File: src/turf_pkg.sv
`default_nettype none

package turf_pkg;

    ////////////////////
    // Bus widths

    // Byte address and data of the PS Wishbone
    localparam int WB_ADDR_W   = 28;
    localparam int WB_DATA_W   = 32;
    localparam int WB_SEL_W    = WB_DATA_W / 8;

    // Crate links
    localparam int NUM_LINKS     = 4;
    localparam int LINK_W        = $clog2(NUM_LINKS);
    localparam int CRATE_ADR_W   = 25;
    localparam int BRIDGE_TYPE_W = 2;

    ////////////////////
    // Address map

    // Bit 27 picks crate space
    localparam int CRATE_SEL_BIT = 27;
    // Link field sits just above the crate address
    localparam int LINK_LSB      = CRATE_ADR_W;
    // ID block needs bits 26:14 clear
    localparam int ID_OFFS_W     = 14;

    // ID block word offsets
    localparam logic [ID_OFFS_W-1:0] ID_REG_IDENT       = 14'h00;
    localparam logic [ID_OFFS_W-1:0] ID_REG_DATEVER     = 14'h04;
    localparam logic [ID_OFFS_W-1:0] ID_REG_BRIDGE_TYPE = 14'h08;
    localparam logic [ID_OFFS_W-1:0] ID_REG_BRIDGE_STAT = 14'h0C;
    localparam logic [ID_OFFS_W-1:0] ID_REG_LINK_UP     = 14'h10;

    ////////////////////
    // Identity and version

    // ASCII "TURF"
    localparam logic [WB_DATA_W-1:0] IDENT_WORD = 32'h54555246;

    localparam logic [3:0]  VER_MAJOR     = 4'd0;
    localparam logic [3:0]  VER_MINOR     = 4'd2;
    localparam logic [7:0]  VER_REV       = 8'd0;
    localparam logic [15:0] FIRMWARE_DATE = 16'd0;
    localparam logic        REV_B         = 1'b0;

    // Board rev on top, then date, then the 16-bit version
    localparam logic [WB_DATA_W-1:0] DATEVERSION =
        {REV_B, FIRMWARE_DATE[14:0], VER_MAJOR, VER_MINOR, VER_REV};

    // Readback of the unmapped spaces
    localparam logic [WB_DATA_W-1:0] DEFAULT_DATA = '0;

    // Per-link bridge type codes
    localparam logic [BRIDGE_TYPE_W-1:0] BRIDGE_NONE   = 2'd0;
    localparam logic [BRIDGE_TYPE_W-1:0] BRIDGE_AURORA = 2'd1;
    localparam logic [BRIDGE_TYPE_W-1:0] BRIDGE_RSVD2  = 2'd2;
    localparam logic [BRIDGE_TYPE_W-1:0] BRIDGE_RSVD3  = 2'd3;

    // Response wait, counted from the command pulse
    localparam int BRIDGE_TIMEOUT_CYC = 64;
    localparam int BRIDGE_CNT_W       = $clog2(BRIDGE_TIMEOUT_CYC);

    ////////////////////
    // Baud tick generators

    // 16x housekeeping rate, 82/1024 of ps_clk
    localparam int HSK_ACC_W = 10;
    localparam logic [HSK_ACC_W-1:0] HSK_ADD = 10'd82;
    // 16x GPS rate, 25/4096 of ps_clk
    localparam int GPS_ACC_W = 12;
    localparam logic [GPS_ACC_W-1:0] GPS_ADD = 12'd25;

    ////////////////////
    // Bus bundles

    typedef struct packed {
        logic                 cyc;
        logic                 stb;
        logic                 we;
        logic [WB_ADDR_W-1:0] adr;
        logic [WB_DATA_W-1:0] dat;
        logic [WB_SEL_W-1:0]  sel;
    } wb_req_t;

    typedef struct packed {
        logic                 ack;
        logic                 err;
        logic [WB_DATA_W-1:0] dat;
    } wb_rsp_t;

    typedef struct packed {
        logic                   valid;
        logic                   we;
        logic [LINK_W-1:0]      link;
        logic [CRATE_ADR_W-1:0] adr;
        logic [WB_DATA_W-1:0]   dat;
    } bridge_cmd_t;

    typedef struct packed {
        logic                 valid;
        logic [WB_DATA_W-1:0] dat;
    } bridge_resp_t;

endpackage

`default_nettype wire

File: src/crate_bridge.sv
`timescale 1ns/10ps
`default_nettype none

module crate_bridge (
    input  logic                   ps_clk,
    input  logic                   rst_i,
    // Crate space slave port
    input  turf_pkg::wb_req_t      wb_req_i,
    output turf_pkg::wb_rsp_t      wb_rsp_o,
    // Link configuration
    input  logic [turf_pkg::NUM_LINKS*turf_pkg::BRIDGE_TYPE_W-1:0] bridge_type_i,
    input  logic [turf_pkg::NUM_LINKS-1:0] aurora_up_i,
    // Command out, response back
    output turf_pkg::bridge_cmd_t  bridge_cmd_o,
    input  turf_pkg::bridge_resp_t bridge_resp_i,
    // Event pulses per link
    output logic [turf_pkg::NUM_LINKS-1:0] timeout_o,
    output logic [turf_pkg::NUM_LINKS-1:0] invalid_o
);

    typedef enum logic [1:0] {
        ST_IDLE,
        ST_WAIT,
        ST_DONE
    } state_t;

    state_t                               state_q;
    logic                                 req;
    logic [turf_pkg::LINK_W-1:0]          link;
    logic [turf_pkg::BRIDGE_TYPE_W-1:0]   ltype;
    logic                                 type_ok;
    logic                                 ack_q;
    logic                                 err_q;
    logic                                 cmd_vld_q;
    logic [turf_pkg::NUM_LINKS-1:0]       timeout_q;
    logic [turf_pkg::NUM_LINKS-1:0]       invalid_q;
    logic [turf_pkg::BRIDGE_CNT_W-1:0]    cnt_q;
    logic [turf_pkg::WB_DATA_W-1:0]       rdat_q;
    logic                                 cmd_we_q;
    logic [turf_pkg::LINK_W-1:0]          cmd_link_q;
    logic [turf_pkg::CRATE_ADR_W-1:0]     cmd_adr_q;
    logic [turf_pkg::WB_DATA_W-1:0]       cmd_dat_q;

    assign req  = wb_req_i.cyc && wb_req_i.stb;

    ////////////////////
    // Access validation

    // Link field just above the crate address
    assign link  = wb_req_i.adr[turf_pkg::LINK_LSB +: turf_pkg::LINK_W];
    assign ltype = bridge_type_i[link*turf_pkg::BRIDGE_TYPE_W +: turf_pkg::BRIDGE_TYPE_W];

    always_comb begin
        case (ltype)
            // Null bridge always answers
            turf_pkg::BRIDGE_NONE:   type_ok = 1'b1;
            // Aurora needs the link up
            turf_pkg::BRIDGE_AURORA: type_ok = aurora_up_i[link];
            // Reserved codes have no bridge behind them
            default:                 type_ok = 1'b0;
        endcase
    end

    ////////////////////
    // Command FSM

    always_ff @(posedge ps_clk) begin
        if (rst_i) begin
            state_q   <= ST_IDLE;
            ack_q     <= 1'b0;
            err_q     <= 1'b0;
            cmd_vld_q <= 1'b0;
            timeout_q <= '0;
            invalid_q <= '0;
        end else begin
            // Everything below is a single-cycle pulse
            ack_q     <= 1'b0;
            err_q     <= 1'b0;
            cmd_vld_q <= 1'b0;
            timeout_q <= '0;
            invalid_q <= '0;
            case (state_q)
                ST_IDLE: begin
                    if (req) begin
                        if (!type_ok) begin
                            err_q           <= 1'b1;
                            invalid_q[link] <= 1'b1;
                            state_q         <= ST_DONE;
                        end else if (ltype == turf_pkg::BRIDGE_NONE) begin
                            ack_q   <= 1'b1;
                            state_q <= ST_DONE;
                        end else begin
                            cmd_vld_q <= 1'b1;
                            state_q   <= ST_WAIT;
                        end
                    end
                end
                ST_WAIT: begin
                    // Response beats a same-cycle timeout
                    if (bridge_resp_i.valid) begin
                        ack_q   <= 1'b1;
                        state_q <= ST_DONE;
                    end else if (cnt_q ==
                                 turf_pkg::BRIDGE_CNT_W'(turf_pkg::BRIDGE_TIMEOUT_CYC - 1)) begin
                        err_q                 <= 1'b1;
                        timeout_q[cmd_link_q] <= 1'b1;
                        state_q               <= ST_DONE;
                    end
                end
                // Ack or err is out, master drops stb next
                ST_DONE: state_q <= ST_IDLE;
                default: state_q <= ST_IDLE;
            endcase
        end
    end

    // Payload, counter and read data
    always_ff @(posedge ps_clk) begin
        if (state_q == ST_IDLE) begin
            cnt_q  <= '0;
            // Null bridge reads zero
            rdat_q <= '0;
            if (req) begin
                cmd_we_q   <= wb_req_i.we;
                cmd_link_q <= link;
                cmd_adr_q  <= wb_req_i.adr[turf_pkg::CRATE_ADR_W-1:0];
                cmd_dat_q  <= wb_req_i.dat;
            end
        end else if (state_q == ST_WAIT) begin
            cnt_q <= cnt_q + 1'b1;
            if (bridge_resp_i.valid) begin
                rdat_q <= bridge_resp_i.dat;
            end
        end
    end

    assign wb_rsp_o     = '{ack: ack_q, err: err_q, dat: rdat_q};
    assign bridge_cmd_o = '{valid: cmd_vld_q, we: cmd_we_q, link: cmd_link_q,
                            adr: cmd_adr_q, dat: cmd_dat_q};
    assign timeout_o    = timeout_q;
    assign invalid_o    = invalid_q;

    // Command is a lone pulse
    a_cmd_pulse: assert property (@(posedge ps_clk) disable iff (rst_i)
        bridge_cmd_o.valid |=> !bridge_cmd_o.valid);

    // Only launched from idle, never with one outstanding
    a_cmd_from_idle: assert property (@(posedge ps_clk) disable iff (rst_i)
        bridge_cmd_o.valid |-> $past(state_q) == ST_IDLE);

endmodule

`default_nettype wire

File: src/serial_baud_gen.sv
`timescale 1ns/10ps
`default_nettype none

module serial_baud_gen (
    input  logic ps_clk,
    input  logic rst_i,
    // 16x baud enables
    output logic hsk_tick_o,
    output logic gps_tick_o
);

    logic [turf_pkg::HSK_ACC_W-1:0] hsk_acc_q;
    logic [turf_pkg::HSK_ACC_W:0]   hsk_sum;
    logic [turf_pkg::GPS_ACC_W-1:0] gps_acc_q;
    logic [turf_pkg::GPS_ACC_W:0]   gps_sum;

    // One extra bit catches the carry
    assign hsk_sum = {1'b0, hsk_acc_q} + {1'b0, turf_pkg::HSK_ADD};
    assign gps_sum = {1'b0, gps_acc_q} + {1'b0, turf_pkg::GPS_ADD};

    // Carry out becomes the tick, remainder stays in
    always_ff @(posedge ps_clk) begin
        if (rst_i) begin
            hsk_acc_q  <= '0;
            gps_acc_q  <= '0;
            hsk_tick_o <= 1'b0;
            gps_tick_o <= 1'b0;
        end else begin
            hsk_acc_q  <= hsk_sum[turf_pkg::HSK_ACC_W-1:0];
            gps_acc_q  <= gps_sum[turf_pkg::GPS_ACC_W-1:0];
            hsk_tick_o <= hsk_sum[turf_pkg::HSK_ACC_W];
            gps_tick_o <= gps_sum[turf_pkg::GPS_ACC_W];
        end
    end

endmodule

`default_nettype wire

File: src/turf_id_ctrl.sv
`timescale 1ns/10ps
`default_nettype none

module turf_id_ctrl (
    input  logic                    ps_clk,
    input  logic                    rst_i,
    input  turf_pkg::wb_req_t       wb_req_i,
    output turf_pkg::wb_rsp_t       wb_rsp_o,
    // Link-up levels for readback
    input  logic [turf_pkg::NUM_LINKS-1:0] aurora_up_i,
    // Two bits of bridge type per link
    output logic [turf_pkg::NUM_LINKS*turf_pkg::BRIDGE_TYPE_W-1:0] bridge_type_o,
    // Event pulses from the bridge
    input  logic [turf_pkg::NUM_LINKS-1:0] bridge_timeout_i,
    input  logic [turf_pkg::NUM_LINKS-1:0] bridge_invalid_i
);

    logic                               access;
    logic                               wr_en;
    logic [turf_pkg::ID_OFFS_W-1:0]     offs;
    logic                               ack_q;
    logic [turf_pkg::WB_DATA_W-1:0]     rdat_q;
    logic [turf_pkg::WB_DATA_W-1:0]     rdat;
    logic [turf_pkg::WB_DATA_W-1:0]     stat_word;
    logic [turf_pkg::NUM_LINKS*turf_pkg::BRIDGE_TYPE_W-1:0] bridge_type_q;
    logic [turf_pkg::NUM_LINKS-1:0]     timeout_q;
    logic [turf_pkg::NUM_LINKS-1:0]     invalid_q;
    logic [turf_pkg::NUM_LINKS-1:0]     timeout_clr;
    logic [turf_pkg::NUM_LINKS-1:0]     invalid_clr;

    // New access only while no ack is out
    assign access = wb_req_i.cyc && wb_req_i.stb && !ack_q;
    assign wr_en  = access && wb_req_i.we;
    assign offs   = wb_req_i.adr[turf_pkg::ID_OFFS_W-1:0];

    ////////////////////
    // Sticky bridge status

    // Write 1 to clear with byte lane 0 for timeouts and lane 1 for invalids
    always_comb begin
        timeout_clr = '0;
        invalid_clr = '0;
        if (wr_en && offs == turf_pkg::ID_REG_BRIDGE_STAT) begin
            if (wb_req_i.sel[0]) begin
                timeout_clr = wb_req_i.dat[3:0];
            end
            if (wb_req_i.sel[1]) begin
                invalid_clr = wb_req_i.dat[11:8];
            end
        end
    end

    // Timeouts low nibble, invalids in 11:8
    always_comb begin
        stat_word       = '0;
        stat_word[3:0]  = timeout_q;
        stat_word[11:8] = invalid_q;
    end

    ////////////////////
    // Read mux

    always_comb begin
        case (offs)
            turf_pkg::ID_REG_IDENT:       rdat = turf_pkg::IDENT_WORD;
            turf_pkg::ID_REG_DATEVER:     rdat = turf_pkg::DATEVERSION;
            turf_pkg::ID_REG_BRIDGE_TYPE: rdat = {24'h0, bridge_type_q};
            turf_pkg::ID_REG_BRIDGE_STAT: rdat = stat_word;
            turf_pkg::ID_REG_LINK_UP:     rdat = {28'h0, aurora_up_i};
            // Holes read zero
            default:                      rdat = '0;
        endcase
    end

    // Control state and writes
    always_ff @(posedge ps_clk) begin
        if (rst_i) begin
            ack_q         <= 1'b0;
            bridge_type_q <= {turf_pkg::NUM_LINKS{turf_pkg::BRIDGE_NONE}};
            timeout_q     <= '0;
            invalid_q     <= '0;
        end else begin
            ack_q <= access;
            if (wr_en && offs == turf_pkg::ID_REG_BRIDGE_TYPE && wb_req_i.sel[0]) begin
                bridge_type_q <= wb_req_i.dat[7:0];
            end
            // An event in the clearing cycle still sets the flag
            timeout_q <= bridge_timeout_i | (timeout_q & ~timeout_clr);
            invalid_q <= bridge_invalid_i | (invalid_q & ~invalid_clr);
        end
    end

    // Read data captured with the ack
    always_ff @(posedge ps_clk) begin
        if (access) begin
            rdat_q <= rdat;
        end
    end

    assign wb_rsp_o      = '{ack: ack_q, err: 1'b0, dat: rdat_q};
    assign bridge_type_o = bridge_type_q;

    // Ack only lands while the master still holds its strobe
    a_ack_held: assert property (@(posedge ps_clk) disable iff (rst_i)
        wb_rsp_o.ack |-> wb_req_i.cyc && wb_req_i.stb);

endmodule

`default_nettype wire

File: src/turf_intercon.sv
`timescale 1ns/10ps
`default_nettype none

module turf_intercon (
    input  logic              ps_clk,
    input  logic              rst_i,
    // From the PS master
    input  turf_pkg::wb_req_t wb_req_i,
    output turf_pkg::wb_rsp_t wb_rsp_o,
    // ID and control block
    output turf_pkg::wb_req_t id_req_o,
    input  turf_pkg::wb_rsp_t id_rsp_i,
    // Crate register bridge
    output turf_pkg::wb_req_t crate_req_o,
    input  turf_pkg::wb_rsp_t crate_rsp_i
);

    logic crate_sel;
    logic id_sel;
    logic dflt_sel;
    logic dflt_ack_q;

    ////////////////////
    // Address decode

    // Top bit alone claims crate space
    assign crate_sel = wb_req_i.adr[turf_pkg::CRATE_SEL_BIT];

    // ID block only in the lowest 16 kB
    assign id_sel = !crate_sel &&
        (wb_req_i.adr[turf_pkg::CRATE_SEL_BIT-1:turf_pkg::ID_OFFS_W] == '0);

    // Aurora, CIN/COUT and event spaces all land here
    assign dflt_sel = !crate_sel && !id_sel;

    // Whole request fans out, only strobe is steered
    always_comb begin
        id_req_o        = wb_req_i;
        id_req_o.stb    = wb_req_i.stb & id_sel;
        crate_req_o     = wb_req_i;
        crate_req_o.stb = wb_req_i.stb & crate_sel;
    end

    ////////////////////
    // Default responder

    // One-cycle ack, blocked on its own ack so it fires once
    always_ff @(posedge ps_clk) begin
        if (rst_i) begin
            dflt_ack_q <= 1'b0;
        end else begin
            dflt_ack_q <= wb_req_i.cyc && wb_req_i.stb && dflt_sel && !dflt_ack_q;
        end
    end

    // Response follows the held address
    always_comb begin
        if (crate_sel) begin
            wb_rsp_o = crate_rsp_i;
        end else if (id_sel) begin
            wb_rsp_o = id_rsp_i;
        end else begin
            wb_rsp_o = '{ack: dflt_ack_q, err: 1'b0, dat: turf_pkg::DEFAULT_DATA};
        end
    end

    // Slaves must never answer both ways at once
    a_ack_err_excl: assert property (@(posedge ps_clk) disable iff (rst_i)
        !(wb_rsp_o.ack && wb_rsp_o.err));

endmodule

`default_nettype wire

File: src/turf_regs_top.sv
`timescale 1ns/10ps
`default_nettype none

module turf_regs_top (
    input  logic                           ps_clk,
    input  logic                           rst_i,
    // PS Wishbone master
    input  turf_pkg::wb_req_t              wb_req_i,
    output turf_pkg::wb_rsp_t              wb_rsp_o,
    // Aurora link-up levels
    input  logic [turf_pkg::NUM_LINKS-1:0] aurora_up_i,
    // Crate command path
    output turf_pkg::bridge_cmd_t          bridge_cmd_o,
    input  turf_pkg::bridge_resp_t         bridge_resp_i,
    // Serial 16x ticks
    output logic                           hsk_tick_o,
    output logic                           gps_tick_o
);

    turf_pkg::wb_req_t              id_req;
    turf_pkg::wb_rsp_t              id_rsp;
    turf_pkg::wb_req_t              crate_req;
    turf_pkg::wb_rsp_t              crate_rsp;
    // Per-link type, 2 bits each
    logic [turf_pkg::NUM_LINKS*turf_pkg::BRIDGE_TYPE_W-1:0] bridge_type;
    // Bridge event pulses
    logic [turf_pkg::NUM_LINKS-1:0] bridge_timeout;
    logic [turf_pkg::NUM_LINKS-1:0] bridge_invalid;

    ////////////////////
    // Register side

    turf_intercon u_intercon (
        .ps_clk      (ps_clk),
        .rst_i       (rst_i),
        .wb_req_i    (wb_req_i),
        .wb_rsp_o    (wb_rsp_o),
        .id_req_o    (id_req),
        .id_rsp_i    (id_rsp),
        .crate_req_o (crate_req),
        .crate_rsp_i (crate_rsp)
    );

    turf_id_ctrl u_id_ctrl (
        .ps_clk           (ps_clk),
        .rst_i            (rst_i),
        .wb_req_i         (id_req),
        .wb_rsp_o         (id_rsp),
        .aurora_up_i      (aurora_up_i),
        .bridge_type_o    (bridge_type),
        .bridge_timeout_i (bridge_timeout),
        .bridge_invalid_i (bridge_invalid)
    );

    crate_bridge u_bridge (
        .ps_clk        (ps_clk),
        .rst_i         (rst_i),
        .wb_req_i      (crate_req),
        .wb_rsp_o      (crate_rsp),
        .bridge_type_i (bridge_type),
        .aurora_up_i   (aurora_up_i),
        .bridge_cmd_o  (bridge_cmd_o),
        .bridge_resp_i (bridge_resp_i),
        .timeout_o     (bridge_timeout),
        .invalid_o     (bridge_invalid)
    );

    // Free-running serial timing
    serial_baud_gen u_baud (
        .ps_clk     (ps_clk),
        .rst_i      (rst_i),
        .hsk_tick_o (hsk_tick_o),
        .gps_tick_o (gps_tick_o)
    );

endmodule

`default_nettype wire
File: config.mk
export PLATFORM = sky130hd
export DESIGN_NAME = turf_regs_top
export DESIGN_NICKNAME = d
export VERILOG_FILES = /design/src/turf_pkg.sv /design/src/crate_bridge.sv /design/src/serial_baud_gen.sv /design/src/turf_id_ctrl.sv /design/src/turf_intercon.sv /design/src/turf_regs_top.sv
export SDC_FILE = /design/constraint.sdc
export NUM_CORES = 1
export LEC_CHECK = 0
export BUFFER_PORTS_ARGS = -buffer_cell sky130_fd_sc_hd__buf_2
export CORE_UTILIZATION = 55
export CTS_CLUSTER_SIZE = 24
export DETAILED_ROUTE_END_ITERATION = 7
export PLACE_DENSITY = 0.85
export SLEW_MARGIN = 20
export SYNTH_ARGS = -nofsm -noshare
export SYNTH_HDL_FRONTEND = slang
export SYNTH_SLANG_ARGS = --single-unit
File: constraint.sdc
create_clock -name ps_clk -period 16.8 [get_ports ps_clk]
set_input_delay 0.84 -clock ps_clk [delete_from_list [all_inputs] [get_ports ps_clk]]
set_output_delay 0.84 -clock ps_clk [all_outputs]
set_load 0.01 [all_outputs]
==> results.toml, run 1 <==
[pwr]
power.density_nw_per_um2 = 109
clock_power_share = 0.455
internal_power_mw = 0.700
pwr-share-comb = 0.050
net-switching-power_mw = 0.177
power.leakage_nw = 3.19
switching_share = 0.202
power.share.sequential = 0.495
irDropWorstVdd_mv = 0.111

[timing]
clock_skew_ns = 0.00564
tns_ns = 0
hold_viol = 0
slew_violations = 0
rsz0062_at_grt = "false"
max_freq_mhz = 253
layout_setup_ws_ns = 12.85
tightest_slew_ns = 0.834
min_period_ns = 3.95
final-setup-viol-count = 0
fin_crit_sh = 0.235
slew_headroom = 0.444

[yosys]
synthMuxAreaShare = 0.0157
synthAdderAreaFrac = 0.00590
synth_warnings = 0
synth_flop_cell = "dfxtp_1"
yosys.area_share.simple = 0.186
synth_edf_count = 73
synthArstFlopShare = 0
synth-compound-area-share = 0.107
synthesis.area_sq_um = 6370
syn_avg_cell_area_sq_um = 11.1
synth.largest_area_cell = "edfxtp_1"
synthCells = 574
ys_seq_area_frac = 0.634
synth_xor_area_frac = 0.0193
ys_ff_latch = 165
synth_top_family_by_area = "simple AND/OR/NAND/NOR gates"
syn_nets = 683
synth_cell_types = 54
yosys-top-cells-area = "edfxtp_1 (34%), dfxtp_1 (29%), nand2_1 (6.0%)"
synth_top_area_share = 0.344

[final_layout]
final_common_cell = "buf_2"
nets = 873
layout_common_cells = "buf_2 (200), nand2_1 (100), dfxtp_1 (92)"
syn_to_final_growth_pct = 26.3
final_core_util = 0.726
drive_gt1_frac = 0.326

[detailed_routing]
ant_nets = 0
viasPerCell = 5.53
dr_total_vias = 5072
drtIter0Drc = 415
dr.pass1.iters = 5
drt_drc_violations_left = 0
wirelength_um = 15300
routedWlPerCell_um = 16.7

[die]
ioPinCount = 203
initial_core_util = 0.575
fp.dieW_um = 110
dieArea_sq_um = 12000
die_height_um = 110
coreArea_sq_um = 11100
rows = 38

[grt]
grt_max_degree = 64
grt_pass1_vias = 4813
grt_remaining_overflow = 0
grt_pass1_wl_um = 23000
grt_usage = 0.260
grt_antenna_before_repair = 0

[setup_path]
cpPeakStageDelay_ns = 0.76
cpMostUsedCell = "buf_2"
critPathSlowestCell = "nor3b_2"
cp_cell_sequence = "buf_2 > nor4_1 > nand4_1 > nor3b_2 > a21o_1 > buf_2"
worstPathMaxFanout = 13
critPathCaptureType = "output pin"
crit_family = "simple AND/OR/NAND/NOR gates"
arrival_ns = 3.11
start_kind = "input pin"
critical_path_required_ns = 15.96
worst-path-buf-inv = 2
worstSetupPathType = "input pin to output pin"

[clock_network]
htree_levels = 4
clockRootBuffer = "clkbuf_16"
cts_tree = "built"
clkSinkCount = 165
clockBufferDepth = 2
clk_latency_ns = 0.42
cts_buffers = 17
post_cts_resized = 0
cts.hold.buffers_added = 0
postCtsSetupRepairBufs = 0
cts.clk_slew.worst_paths_ns = 0.06

[placement]
pre_cts_slack_ns = 12.96
io_buffers = 200
gp_congestion = 0.868
hpwlAfterDp_um = 10800

[job]
maxCapViolations = 0

[outcome]
run_status = "finished clean"

[min_path]
hold_path_class = "flip-flop to flip-flop"
layer usage:
layer | part of all wire | wire, um | GRT usage | vias up
met5 | 0 | 0 | 0 | -
met4 | 0.032 | 495 | 0.134 | 0
met3 | 0.068 | 1050 | 0.0711 | 45
met2 | 0.52 | 8010 | 0.463 | 221
met1 | 0.38 | 5760 | 0.283 | 2382
li1 | - | - | - | 2424
path summary, 6_finish.rpt:
kind              slack [ns]  cells after the start                             start                               end
hold reg to reg         0.43                      1  u_intercon.dflt_ack_q$_SDFF_PP0_  u_intercon.dflt_ack_q$_SDFF_PP0_
setup / recovery       12.85                      6                      wb_req_i[51]                      wb_rsp_o[14]
setup reg to reg       14.82                      4  u_bridge.state_q[1]$_SDFFE_PP0P_  u_bridge.invalid_o[1]$_SDFF_PP0_
hold / removal          0.43                      1  u_intercon.dflt_ack_q$_SDFF_PP0_  u_intercon.dflt_ack_q$_SDFF_PP0_
logic make-up (layout without fill, tap and decap cells):
group	Yosys count	in the layout
AND/OR/NAND/NOR	231	231
flip-flops	165	165
AO/OA/AOI/OAI	108	108
buffers and inverters	47	250
XOR/XNOR	14	14
multiplexers	6	6
adder cells (fa/ha/maj)	3	3
other	0	1
power groups by stage:
| stage | logic, mW | clock network, mW | registers [mW] |
|---|---|---|---|
| 4_1_cts | 0.0437 | 0.404 | 0.433 |
| 6_report | 0.0438 | 0.399 | 0.434 |
| 2_1_floorplan | 0.0184 | 0 | 0.444 |
| 3_3_place_gp | 0.0411 | 0 | 0.441 |
| 5_1_grt | 0.0476 | 0.420 | 0.434 |
| 3_5_place_dp | 0.0433 | 0 | 0.442 |
worst reg2reg max path, delay by kind of cell, from the launching register on:
| kind | cells | cell delay [ns] |
|---|---|---|
| simple gates | 2 | 0.49 |
| flops | 1 | 0.43 |
| compound gates | 1 | 0.33 |
| buf+inv | 1 | 0.66 |
state kept, by name (all words and copies together) (netlist names), 6 cells and up:
signal                   flops
u_baud.gps_acc_q            12
u_baud.hsk_acc_q             9
u_bridge.cmd_adr_q          25
u_bridge.cmd_dat_q          32
u_bridge.cnt_q               6
u_bridge.rdat_q             32
u_id_ctrl.bridge_type_o      8
u_id_ctrl.rdat_q            13
cell type report:
cell class / count / area, sq um
multi-input cells: 362 / 2130
well taps: 140 / 175
diodes: 1 / 2.50
clock buffers: 20 / 457
fillers: 805 / 3040
clock inverters: 12 / 158
inverters: 15 / 56.3
repair buffers: 203 / 1020
flip-flops and latches: 165 / 4030
metrics by stage:
step	hold slack (ns)	total power [mW]	cell area, sq um	cells
4_1_cts	0.433	0.881	8030	917
5_1_grt	0.459	0.902	8040	917
3_3_place_gp	0.410	0.482	7420	885
6_report	0.431	0.877	8040	918
3_5_place_dp	0.420	0.485	7420	885
2_1_floorplan	0.400	0.462	6370	574
cell usage after synthesis, drive strengths merged, types with 3 or more instances:
cell type  count
a21o          11
a21oi         50
a221o          4
a22o           3
a311oi         9
and2          21
and4           3
buf           15
clkbuf        17
dfxtp         92
edfxtp        73
ha             3
inv           15
mux4           3
nand2        101
nand3          9
nand4         12
nor2          33
nor2b          7
nor3          15
nor3b          5
nor4           8
nor4b          3
o21ai         16
o31ai          8
or3            3
xnor2         10
xor2           4
No activity file was read; power rests on OpenSTA's default activity.
==> inputs of run 2 (changes only) <==
ABC_AREA = 1   (was not set)
CORE_UTILIZATION = 51   (was 55)
PLACE_DENSITY = 0.8   (was 0.85)
clock period = 4.1 ns   (was 16.8 ns; I/O delays follow)
==> run 2 against run 1 <==
Effect of this change: global-route usage down 0.32 points; design area up 8.1%; first-iteration DRC count up 12%; largest cell class unchanged; highest routed layer unchanged.
==> results.toml, run 2 <==
[die]
initial_core_util = 0.528
ioPinCount = 203
die_height_um = 114
dieArea_sq_um = 13000
rows = 40
fp.dieW_um = 114
coreArea_sq_um = 12200

[yosys]
synth_warnings = 0
synth_top_cells_by_count = "nand2_1 (119), inv_1 (98), dfxtp_1 (92)"
synth_edf_count = 73
syn_avg_cell_area_sq_um = 9.44
synthMuxAreaShare = 0
synth_top_area_share = 0.342
synth-compound-area-share = 0.103
ys_ff_latch = 165
synth_xor_area_frac = 0
synth_flop_cell = "dfxtp_1"
syn_nets = 789
synthArstFlopShare = 0
yosys-top-cells-area = "edfxtp_1 (34%), dfxtp_1 (29%), nand2_1 (7.0%)"
ys_seq_area_frac = 0.629
synthAdderAreaFrac = 0.00585
synth_cell_types = 34
synthCells = 680
synth.largest_area_cell = "edfxtp_1"
synth_most_common_cell = "nand2_1"
synth_top_family_by_area = "simple AND/OR/NAND/NOR gates"
synthesis.area_sq_um = 6420
yosys.area_share.simple = 0.184

[min_path]
holdPathEnd = "u_bridge.rdat_q[31]$_SDFFE_PP0P_"
hold_start = "bridge_resp_i[31]"
hold_path_class = "input pin to flip-flop"
min_path_cells = 3

[final_layout]
final_common_cell = "buf_2"
antenna_cells = 0
multiInputGateArea_sq_um = 1890
final_core_util = 0.714
nets = 1045
drive_gt1_frac = 0.264
layout_common_cells = "buf_2 (200), nand2_1 (118), inv_1 (98)"
reg.largest.list = "u_bridge.cmd_dat_q x32, u_bridge.rdat_q x32, u_bridge.cmd_adr_q x25"
regArea_sq_um = 4030
syn_to_final_growth_pct = 35.4
final_area_sq_um = 8690
final.fill_count = 883

[setup_path]
worstSetupPathType = "input pin to output pin"
critPathCaptureType = "output pin"
arrival_ns = 2.33
cpPeakStageDelay_ns = 0.54
worstPathMaxFanout = 13
critical_path_required_ns = 3.89
cp_cell_sequence = "dlygate4sd3_1 > buf_2 > nor2_1 > nand2_1 > nor2_4 > nand3_4 > inv_1 > nand2_1 > o21ai_0 > buf_2"
rr_startpoint = "u_bridge.state_q[1]$_SDFFE_PP0P_"
reg2reg_depth = 4
critPathSlowestCell = "dlygate4sd3_1"
r2r-end = "u_bridge.cmd_dat_q[16]$_DFFE_PP_"
start_kind = "input pin"
reg2reg_slack_ns = 1.73
startpoint = "wb_req_i[59]"

[clock_network]
post_cts_resized = 0
clockRootBuffer = "clkbuf_16"
cts_tree = "built"
cts_buffers = 17
htree_levels = 4
clk_latency_ns = 0.42
clkSinkCount = 165
cts.clk_slew.worst_paths_ns = 0.06
clockBufferDepth = 2

[detailed_routing]
routedWlPerCell_um = 14.6
drt_drc_violations_left = 0
dr.pass1.iters = 5
dr_total_vias = 5606
wirelength_um = 16300
ant_nets = 0
viasPerCell = 5.02
drtIter0Drc = 464

[grt]
grt_antenna_before_repair = 0
grt_pass1_wl_um = 25400
grt_remaining_overflow = 0
grt_max_degree = 41
grt_pass1_vias = 5172
grt_usage = 0.257

[pwr]
power_mw = 3.67
switching_share = 0.235
internal_power_mw = 2.80
net-switching-power_mw = 0.862
irDropWorstVdd_mv = 0.287
power.leakage_nw = 3.74
clock_power_share = 0.415
power.share.sequential = 0.491
pwr-share-comb = 0.094
power.density_nw_per_um2 = 422

[timing]
clock_skew_ns = 0.00730
min_period_ns = 2.53
slew_headroom = 0.428
tightest_slew_ns = 0.853
rsz0062_at_grt = "false"
final-setup-viol-count = 0
max_freq_mhz = 395
hold_viol = 0
tns_ns = 0
fin_crit_sh = 0.618
slew_violations = 0
layout_setup_ws_ns = 1.57

[placement]
io_buffers = 200
gp_congestion = 0.855
hpwlAfterDp_um = 10200
pre_cts_slack_ns = 1.47
placed_cell_area_sq_um = 7540

[outcome]
run_status = "finished clean"

[job]
maxCapViolations = 0
==> run 2: logic make-up (layout without fill, tap and decap cells) <==
group / count (synthesis) / in the layout
buffers and inverters: 125 / 394
AO/OA/AOI/OAI: 126 / 126
flip-flops: 165 / 165
adder cells (fa/ha/maj): 3 / 3
AND/OR/NAND/NOR: 261 / 261
==> run 2: how the worst max path moves through the flow <==
stage / endpoint / slack [ns] / cells after the start
6_report: wb_rsp_o[28] / 1.57 / 10
5_1_grt: wb_rsp_o[14] / 1.39 / 10
4_1_cts: wb_rsp_o[16] / 1.62 / 10
3_5_place_dp: u_bridge.cmd_adr_q[23]$_DFFE_PP_ / 1.47 / 6
3_3_place_gp: u_bridge.cmd_we_q$_DFFE_PP_ / 1.53 / 6
2_1_floorplan: u_bridge.invalid_o[0]$_SDFF_PP0_ / 1.09 / 5
==> run 2: power by group through the flow <==
| stage | combinational, mW | clock [mW] | sequential [mW] |
|---|---|---|---|
| 3_3_place_gp | 0.283 | 0 | 1.83 |
| 3_5_place_dp | 0.291 | 0 | 1.83 |
| 6_report | 0.343 | 1.52 | 1.80 |
| 4_1_cts | 0.335 | 1.54 | 1.80 |
| 2_1_floorplan | 0.153 | 0 | 1.84 |
| 5_1_grt | 0.379 | 1.62 | 1.81 |
==> run 2: metrics by stage <==
step	hold WS [ns]	instances
2_1_floorplan	0.304	680
3_3_place_gp	0.381	1028
3_5_place_dp	0.383	1028
4_1_cts	0.0296	1117
5_1_grt	0.0521	1117
6_report	0.0495	1117
==> run 2: per-layer routing <==
layer | wire, um | up-vias | GRT usage
li1 | - | 2757 | -
met1 | 6460 | 2586 | 0.301
met2 | 8290 | 225 | 0.450
met3 | 1090 | 38 | 0.0588
met4 | 422 | 0 | 0.115
met5 | 0 | - | 0
==> run 2: cell type report <==
| cell class | instances | area share |
|---|---|---|
| clock inverter | 10 | 0.0112 |
| multi-input combinational | 390 | 0.217 |
| inverter | 101 | 0.0436 |
| clock buffer | 22 | 0.0547 |
| timing repair buffer | 261 | 0.184 |
| tap | 168 | 0.0242 |
| sequential | 165 | 0.464 |
==> run 2: critical path: cells and delay by family <==
| kind | cells | cell delay (ns) |
|---|---|---|
| simple gates | 5 | 0.79 |
| compound gates | 1 | 0.16 |
| buf+inv | 4 | 1.17 |
==> run 2: timing repair <==
item                                    CTS  global route
buffers inserted                          0             0
endpoints found under the setup margin    0             0
hold buffers                             57             0
hold endpoints to repair                 57             0
